--- src/source/usb_ctl_pkg.sv ---
package usb_ctl_pkg;

  // SETUP packet in field order, multi-byte fields already little-endian combined
  typedef struct packed {
    logic [7:0]  bm_request_type;
    logic [7:0]  b_request;
    logic [15:0] w_value;
    logic [15:0] w_index;
    logic [15:0] w_length;
  } setup_packet_t;

  typedef enum logic [2:0] {
    REQ_NONE            = 3'd0,
    REQ_GET_DEVICE_DESC = 3'd1,
    REQ_GET_CONFIG_DESC = 3'd2,
    REQ_GET_STRING_DESC = 3'd3,
    REQ_SET_ADDRESS     = 3'd4,
    REQ_SET_CONFIG      = 3'd5
  } std_request_e;

  typedef struct packed {
    std_request_e kind;
    logic [7:0]   desc_index;
    logic [15:0]  value;
    logic [15:0]  length;
  } ctl_request_t;

  typedef enum logic [2:0] {
    CTL_IDLE             = 3'd0,
    CTL_STREAM           = 3'd1,
    CTL_WAIT_STATUS_ADDR = 3'd2,
    CTL_WAIT_STATUS_CONF = 3'd3,
    CTL_WAIT_STATUS      = 3'd4
  } ctl_state_e;

  localparam logic [15:0] VENDOR_ID  = 16'hface;
  localparam logic [15:0] PRODUCT_ID = 16'h0bde;

  localparam int DEVICE_DESC_LEN = 18;
  localparam int CONFIG_DESC_LEN = 18;
  localparam int LANG_DESC_LEN   = 4;
  // Product string is "Pipe0" in UTF-16LE
  localparam int PRODUCT_CHARS   = 5;
  localparam int PRODUCT_STR_LEN = 2 + 2 * PRODUCT_CHARS;

  localparam int CONFIG_START  = DEVICE_DESC_LEN;
  localparam int LANG_START    = CONFIG_START + CONFIG_DESC_LEN;
  localparam int PRODUCT_START = LANG_START + LANG_DESC_LEN;
  localparam int DESC_SIZE     = PRODUCT_START + PRODUCT_STR_LEN;
  localparam int DESC_ADDR_W   = $clog2(DESC_SIZE);
  localparam int NUM_STRINGS   = 2;

  localparam logic [7:0] DESC_ROM [DESC_SIZE] = '{
    // Device descriptor, USB 2.0, 64 byte EP0, one configuration
    8'h12, 8'h01, 8'h00, 8'h02, 8'hff, 8'h00, 8'h00, 8'h40,
    VENDOR_ID[7:0], VENDOR_ID[15:8], PRODUCT_ID[7:0], PRODUCT_ID[15:8],
    8'h00, 8'h01, 8'h00, 8'h01, 8'h00, 8'h01,
    // Configuration descriptor, self-powered, 100 mA
    8'h09, 8'h02, 8'(CONFIG_DESC_LEN), 8'h00, 8'h01, 8'h01, 8'h00, 8'hc0, 8'h32,
    // Interface descriptor with no endpoints
    8'h09, 8'h04, 8'h00, 8'h00, 8'h00, 8'hff, 8'h00, 8'h00, 8'h00,
    // String 0 lists US English only
    8'h04, 8'h03, 8'h09, 8'h04,
    // String 1 is the product name
    8'(PRODUCT_STR_LEN), 8'h03,
    8'h50, 8'h00, 8'h69, 8'h00, 8'h70, 8'h00, 8'h65, 8'h00, 8'h30, 8'h00
  };

endpackage
--- src/source/usb_ctl_top.sv ---
module usb_ctl_top
  import usb_ctl_pkg::*;
(
  input  logic       clock,
  input  logic       reset,
  input  logic       setup_valid_i,
  input  logic [7:0] setup_data_i,
  input  logic       status_i,
  output logic       accept_o,
  output logic       error_o,
  output logic [6:0] usb_addr_o,
  output logic [7:0] usb_conf_o,
  output logic       configured_o,
  output logic       m_tvalid_o,
  input  logic       m_tready_i,
  output logic [7:0] m_tdata_o,
  output logic       m_tlast_o
);

  setup_packet_t setup;
  logic          setup_valid;
  ctl_request_t  request;
  logic          request_valid;

  setup_packet_parser u_parser (
    .clock         (clock),
    .reset         (reset),
    .setup_valid_i (setup_valid_i),
    .setup_data_i  (setup_data_i),
    .setup_o       (setup),
    .setup_valid_o (setup_valid)
  );

  std_request_decoder u_decoder (
    .clock           (clock),
    .reset           (reset),
    .setup_i         (setup),
    .setup_valid_i   (setup_valid),
    .request_o       (request),
    .request_valid_o (request_valid)
  );

  ctl_pipe0 u_pipe0 (
    .clock           (clock),
    .reset           (reset),
    .request_i       (request),
    .request_valid_i (request_valid),
    .status_i        (status_i),
    .accept_o        (accept_o),
    .error_o         (error_o),
    .usb_addr_o      (usb_addr_o),
    .usb_conf_o      (usb_conf_o),
    .configured_o    (configured_o),
    .m_tvalid_o      (m_tvalid_o),
    .m_tready_i      (m_tready_i),
    .m_tdata_o       (m_tdata_o),
    .m_tlast_o       (m_tlast_o)
  );

endmodule

--- src/source/ctl_pipe0.sv ---
module ctl_pipe0
  import usb_ctl_pkg::*;
(
  input  logic         clock,
  input  logic         reset,
  input  ctl_request_t request_i,
  input  logic         request_valid_i,
  input  logic         status_i,
  output logic         accept_o,
  output logic         error_o,
  output logic [6:0]   usb_addr_o,
  output logic [7:0]   usb_conf_o,
  output logic         configured_o,
  output logic         m_tvalid_o,
  input  logic         m_tready_i,
  output logic [7:0]   m_tdata_o,
  output logic         m_tlast_o
);

  ctl_state_e             state_q;
  logic [DESC_ADDR_W-1:0] addr_q;
  logic [15:0]            count_q;
  logic [7:0]             pending_q;

  logic [DESC_ADDR_W-1:0] rom_start;
  logic [15:0]            rom_length;
  logic                   rom_found;
  logic [7:0]             rom_data;
  logic                   rom_last;

  logic                   is_get;
  logic                   is_bad;
  logic [15:0]            send_len;
  logic                   streaming;
  logic                   beat;

  descriptor_rom u_rom (
    .kind_i   (request_i.kind),
    .index_i  (request_i.desc_index),
    .addr_i   (addr_q),
    .start_o  (rom_start),
    .length_o (rom_length),
    .found_o  (rom_found),
    .data_o   (rom_data),
    .last_o   (rom_last)
  );

  assign is_get = request_i.kind inside {REQ_GET_DEVICE_DESC, REQ_GET_CONFIG_DESC,
                                         REQ_GET_STRING_DESC};
  assign is_bad = (request_i.kind == REQ_NONE) || (is_get && !rom_found);

  // Host may ask for less than the whole descriptor
  assign send_len = (request_i.length < rom_length) ? request_i.length : rom_length;

  assign streaming = state_q == CTL_STREAM;
  assign beat      = streaming && m_tready_i;

  assign m_tvalid_o = streaming;
  assign m_tdata_o  = streaming ? rom_data : 8'h00;
  assign m_tlast_o  = streaming && ((count_q == 16'd1) || rom_last);

  always_ff @(posedge clock) begin
    if (reset) begin
      state_q      <= CTL_IDLE;
      addr_q       <= '0;
      count_q      <= 16'd0;
      accept_o     <= 1'b0;
      error_o      <= 1'b0;
      usb_addr_o   <= 7'd0;
      usb_conf_o   <= 8'd0;
      configured_o <= 1'b0;
    end else begin
      accept_o <= 1'b0;
      error_o  <= 1'b0;
      case (state_q)
        CTL_IDLE: begin
          if (request_valid_i) begin
            if (is_bad) begin
              error_o <= 1'b1;
            end else begin
              accept_o <= 1'b1;
              if (is_get) begin
                addr_q  <= rom_start;
                count_q <= send_len;
                // Zero wLength goes straight to the status stage
                state_q <= (send_len == 16'd0) ? CTL_WAIT_STATUS : CTL_STREAM;
              end else if (request_i.kind == REQ_SET_ADDRESS) begin
                state_q <= CTL_WAIT_STATUS_ADDR;
              end else begin
                state_q <= CTL_WAIT_STATUS_CONF;
              end
            end
          end
        end
        CTL_STREAM: begin
          // Status from the host cuts the data stage short
          if (status_i) begin
            state_q <= CTL_IDLE;
          end else if (beat) begin
            addr_q  <= addr_q + DESC_ADDR_W'(1);
            count_q <= count_q - 16'd1;
            if (m_tlast_o) begin
              state_q <= CTL_WAIT_STATUS;
            end
          end
        end
        CTL_WAIT_STATUS_ADDR: begin
          if (status_i) begin
            usb_addr_o <= pending_q[6:0];
            state_q    <= CTL_IDLE;
          end
        end
        CTL_WAIT_STATUS_CONF: begin
          if (status_i) begin
            usb_conf_o   <= pending_q;
            configured_o <= pending_q != 8'd0;
            state_q      <= CTL_IDLE;
          end
        end
        default: begin
          if (status_i) begin
            state_q <= CTL_IDLE;
          end
        end
      endcase
      // Pipe is busy, refuse without touching the state
      if (request_valid_i && (state_q != CTL_IDLE)) begin
        error_o <= 1'b1;
      end
    end
  end

  // Value waits here until the status stage commits it
  always_ff @(posedge clock) begin
    if (request_valid_i && (state_q == CTL_IDLE)) begin
      pending_q <= request_i.value[7:0];
    end
  end

endmodule

--- src/source/descriptor_rom.sv ---
module descriptor_rom
  import usb_ctl_pkg::*;
(
  input  std_request_e           kind_i,
  input  logic [7:0]             index_i,
  input  logic [DESC_ADDR_W-1:0] addr_i,
  output logic [DESC_ADDR_W-1:0] start_o,
  output logic [15:0]            length_o,
  output logic                   found_o,
  output logic [7:0]             data_o,
  output logic                   last_o
);

  // Addresses past the image read as zero
  assign data_o = (int'(addr_i) < DESC_SIZE) ? DESC_ROM[addr_i] : 8'h00;

  // Final byte of each descriptor
  assign last_o = (addr_i == DESC_ADDR_W'(CONFIG_START - 1))
               || (addr_i == DESC_ADDR_W'(LANG_START - 1))
               || (addr_i == DESC_ADDR_W'(PRODUCT_START - 1))
               || (addr_i == DESC_ADDR_W'(DESC_SIZE - 1));

  always_comb begin
    start_o  = '0;
    length_o = 16'd0;
    found_o  = 1'b0;
    case (kind_i)
      REQ_GET_DEVICE_DESC: begin
        length_o = 16'(DEVICE_DESC_LEN);
        found_o  = 1'b1;
      end
      REQ_GET_CONFIG_DESC: begin
        start_o  = DESC_ADDR_W'(CONFIG_START);
        length_o = 16'(CONFIG_DESC_LEN);
        found_o  = 1'b1;
      end
      REQ_GET_STRING_DESC: begin
        found_o = index_i < 8'(NUM_STRINGS);
        if (index_i == 8'd0) begin
          start_o  = DESC_ADDR_W'(LANG_START);
          length_o = 16'(LANG_DESC_LEN);
        end else begin
          start_o  = DESC_ADDR_W'(PRODUCT_START);
          length_o = 16'(PRODUCT_STR_LEN);
        end
      end
      default: begin
        found_o = 1'b0;
      end
    endcase
  end

endmodule

--- src/source/std_request_decoder.sv ---
module std_request_decoder
  import usb_ctl_pkg::*;
(
  input  logic          clock,
  input  logic          reset,
  input  setup_packet_t setup_i,
  input  logic          setup_valid_i,
  output ctl_request_t  request_o,
  output logic          request_valid_o
);

  logic         is_std_dev;
  logic         dir_in;
  std_request_e kind;

  // Standard type, device recipient
  assign is_std_dev = setup_i.bm_request_type[6:0] == 7'd0;
  assign dir_in     = setup_i.bm_request_type[7];

  always_comb begin
    kind = REQ_NONE;
    if (is_std_dev) begin
      case (setup_i.b_request)
        8'h06: begin
          // GET_DESCRIPTOR, type in the high byte of wValue
          if (dir_in) begin
            case (setup_i.w_value[15:8])
              8'h01: kind = REQ_GET_DEVICE_DESC;
              8'h02: kind = REQ_GET_CONFIG_DESC;
              8'h03: kind = REQ_GET_STRING_DESC;
              default: kind = REQ_NONE;
            endcase
          end
        end
        8'h05: begin
          if (!dir_in) begin
            kind = REQ_SET_ADDRESS;
          end
        end
        8'h09: begin
          if (!dir_in) begin
            kind = REQ_SET_CONFIG;
          end
        end
        default: kind = REQ_NONE;
      endcase
    end
  end

  always_ff @(posedge clock) begin
    if (reset) begin
      request_valid_o <= 1'b0;
    end else begin
      request_valid_o <= setup_valid_i;
    end
  end

  always_ff @(posedge clock) begin
    if (setup_valid_i) begin
      request_o.kind       <= kind;
      request_o.desc_index <= setup_i.w_value[7:0];
      request_o.value      <= setup_i.w_value;
      request_o.length     <= setup_i.w_length;
    end
  end

endmodule

--- src/source/setup_packet_parser.sv ---
module setup_packet_parser
  import usb_ctl_pkg::*;
(
  input  logic          clock,
  input  logic          reset,
  input  logic          setup_valid_i,
  input  logic [7:0]    setup_data_i,
  output setup_packet_t setup_o,
  output logic          setup_valid_o
);

  logic [2:0]    count_q;
  setup_packet_t pkt_q;
  setup_packet_t pkt_next;

  // Place the incoming byte by its position on the wire
  always_comb begin
    pkt_next = pkt_q;
    case (count_q)
      3'd0: pkt_next.bm_request_type = setup_data_i;
      3'd1: pkt_next.b_request = setup_data_i;
      3'd2: pkt_next.w_value[7:0] = setup_data_i;
      3'd3: pkt_next.w_value[15:8] = setup_data_i;
      3'd4: pkt_next.w_index[7:0] = setup_data_i;
      3'd5: pkt_next.w_index[15:8] = setup_data_i;
      3'd6: pkt_next.w_length[7:0] = setup_data_i;
      default: pkt_next.w_length[15:8] = setup_data_i;
    endcase
  end

  // Counter wraps after the eighth byte so the next packet starts at once
  always_ff @(posedge clock) begin
    if (reset) begin
      count_q       <= 3'd0;
      setup_valid_o <= 1'b0;
    end else begin
      setup_valid_o <= 1'b0;
      if (setup_valid_i) begin
        count_q <= count_q + 3'd1;
        if (count_q == 3'd7) begin
          setup_valid_o <= 1'b1;
        end
      end
    end
  end

  always_ff @(posedge clock) begin
    if (setup_valid_i) begin
      pkt_q <= pkt_next;
      if (count_q == 3'd7) begin
        setup_o <= pkt_next;
      end
    end
  end

endmodule

--- config.mk ---
export PLATFORM = sky130hd
export DESIGN_NAME = usb_ctl_top
export DESIGN_NICKNAME = d
export VERILOG_FILES = /design/src/source/usb_ctl_pkg.sv /design/src/source/usb_ctl_top.sv /design/src/source/ctl_pipe0.sv /design/src/source/descriptor_rom.sv /design/src/source/std_request_decoder.sv /design/src/source/setup_packet_parser.sv
export SDC_FILE = /design/constraint.sdc
export NUM_CORES = 1
export LEC_CHECK = 0
export BUFFER_PORTS_ARGS = -buffer_cell sky130_fd_sc_hd__clkbuf_2
export CAP_MARGIN = 20
export CORE_MARGIN = 2
export CORE_UTILIZATION = 30
export CTS_CLUSTER_DIAMETER = 100
export CTS_CLUSTER_SIZE = 30
export DETAILED_ROUTE_END_ITERATION = 16
export GPL_ROUTABILITY_DRIVEN = 0
export PLACE_DENSITY = 0.41
export SYNTH_ARGS = -nofsm -noshare
export SYNTH_HDL_FRONTEND = slang
export SYNTH_HIERARCHICAL = 1
export SYNTH_SLANG_ARGS = --single-unit
--- constraint.sdc ---
create_clock -name clock -period 5.4 [get_ports clock]
set_clock_uncertainty 0.15 [all_clocks]
set_input_delay 0 -clock clock [delete_from_list [all_inputs] [get_ports clock]]
set_output_delay 0 -clock clock [all_outputs]
set_load 0.02 [all_outputs]
==> metrics <==
Die X 175 microns; # setup viols final 0; Die H 175 microns; DRT met1 WL 9.75 mm; core footprint 0.0289 sq mm; CP Capture Type flop; CTS sink cnt 179; HP Class input port to flop; Reg clk slew, reported paths 0.08 ns; pin count of the biggest net entering global routing 53; Worst R2R Setup Slack 1.58 ns; initial antenna violation count 0; Post-Route Setup TNS 0 ns; area growth from synthesis to layout 12.9%; Avg Vias per Cell 4.99; hold depth 2; Leak 3.52 nW; CP Cell Sequence xnor2_1, nor2_1, inv_1, ha_1, a2111oi_2, o32a_2, nand2_1, o41ai_2, o22ai_1, dlygate4sd3_1; Buffers on Ports 40; commonest cells after routing, fill and taps aside edfxtp_1, nand2_1, o21ai_0, dfxtp_1, nor2_1; clock latency at the later pin of the worst-skew pair 0.43 ns; RSZ-0062 raised after global routing false; Final Max Slew Viols 0; layout cell share with drive strength beyond 1 0.189; hold path start setup_valid_i; Worst Path Arrival 3.98 ns; CP max stage cell dlygate4sd3_1; Least-Margin Pin Slew 1.04 ns; Post-Syn Area 0.00882 sq mm; Cells after Synth 753; GRT overflow 0; data required time of the worst path 5.55 ns; Residual DRC 0; CTS max path bufs 2; Slew Limit Headroom 0.305; Area after DPL 0.00920 sq mm; Critical Path Start Type flop; leading cell type in the layout, fill and taps excluded edfxtp_1; Starting Density 0.305; WHS Endpoint u_parser/pkt_q[45]; nets 827; Finished Cell Area 0.00995 sq mm; CP top delay family compound AO/OA/AOI/OAI gates; Final min period 3.82 ns; TritonCTS buffer count 17; CTS tree built; row cnt 62; post-route ant nets 0; DR top layer met4; Tcrit/Tclk final 0.708; crit-path max FO 10; initial DRC count 594; Setup CP Type flop to flop; syn_area_per_cell 11.7 sq um; met2 WL post-DR 9.69 mm; vias in the first global route 5,598; GRT Util Overall 0.132; DRT Wirelength 20.5 mm; Final Hold Fails 0; Met3 Wirelength 843 microns; I/O pins 41; Max Clk Rate 261 MHz; Initial DRT Pass Iterations 5; CTS Root Cell clkbuf_16; ant diodes 0; slowest stage delay, CP 0.58 ns; worst path bufs/invs 2; status finished, final reports clean; vias 5,895; DP Wirelength 14.3 mm; first-pass GRT wire length 31.9 mm; postcts setup bufs 0; VDD IR-drop max 0.000172 V; synth warn 6; wire per inst 17.4 microns; pwr dens 298 mW/mm^2; RR Endpoint u_pipe0/state_q[0]; FF-to-FF Start u_decoder/request_o[40]; Max-Cap Viols 0; FF-to-FF path depth 10; H-tree depth 4; die area 0.0308 sq mm
flip-flops by register name, summed over array words and instances, names as in the netlist, 6 cells and up:
register             cells
u_parser/pkt_q          48
u_pipe0/count_q         16
u_pipe0/pending_q        8
u_decoder/request_o     27
u_parser/setup_o        48
u_pipe0/usb_addr_o       7
u_pipe0/addr_q           6
u_pipe0/usb_conf_o       8
stage by stage:
step	hold slack, ns	std cells	worst slack, ns	util	power, mW
global route	0.157	1181	1.42	0.345	3.08
finish	0.121	1181	1.58	0.345	2.96
floorplan	-0.0784	765	2.71	-	1.68
detailed placement	0.255	1136	2.00	0.319	1.73
CTS	0.134	1180	1.65	0.344	3.01
global placement	0.253	1136	2.18	0.319	1.72
per-layer routing:
layer / vias up / GRT usage
met1: 2848 / 0.184
met2: 172 / 0.216
li1: 2858 / -
met3: 17 / 0.0212
met5: - / 0
met4: 0 / 0.0337
worst max path at each step:
stage / start / endpoint / slack (ns) / cells after the start
final: u_decoder/request_o[40] / u_pipe0/state_q[0] / 1.58 / 10
after global routing: u_decoder/request_o[40] / u_pipe0/state_q[0] / 1.42 / 11
after CTS: u_decoder/request_o[40] / u_pipe0/state_q[0] / 1.65 / 10
after detailed placement: u_pipe0/state_q[2] / u_pipe0/count_q[13] / 2.00 / 6
after global placement: u_pipe0/state_q[1] / u_pipe0/count_q[9] / 2.18 / 6
after floorplan: u_decoder/request_o[40] / u_pipe0/state_q[2] / 2.71 / 11
power by group:
part	total (mW)	internal, mW	switching (mW)	leakage, nW
combinational	0.170	0.0759	0.0940	1.61
clock	1.26	0.669	0.591	0.297
sequential	1.53	1.52	0.0106	1.61
total	2.96	2.27	0.696	3.52
what timing repair did:
| action | in CTS | in global routing |
|---|---|---|
| hold endpoints to repair | 119 | 0 |
| resized for setup | 0 | 0 |
| hold buffers | 12 | 0 |
final cells by class:
class                      count  area, sq um
clock buffer                  17          425
clock inverter                15          180
fill                        2900        18900
inverter                      30          113
multi-input combinational    499         3480
sequential                   179         4890
tap                          384          480
timing repair buffer          57          378
Note: power is estimated with default switching activity, not from simulation.
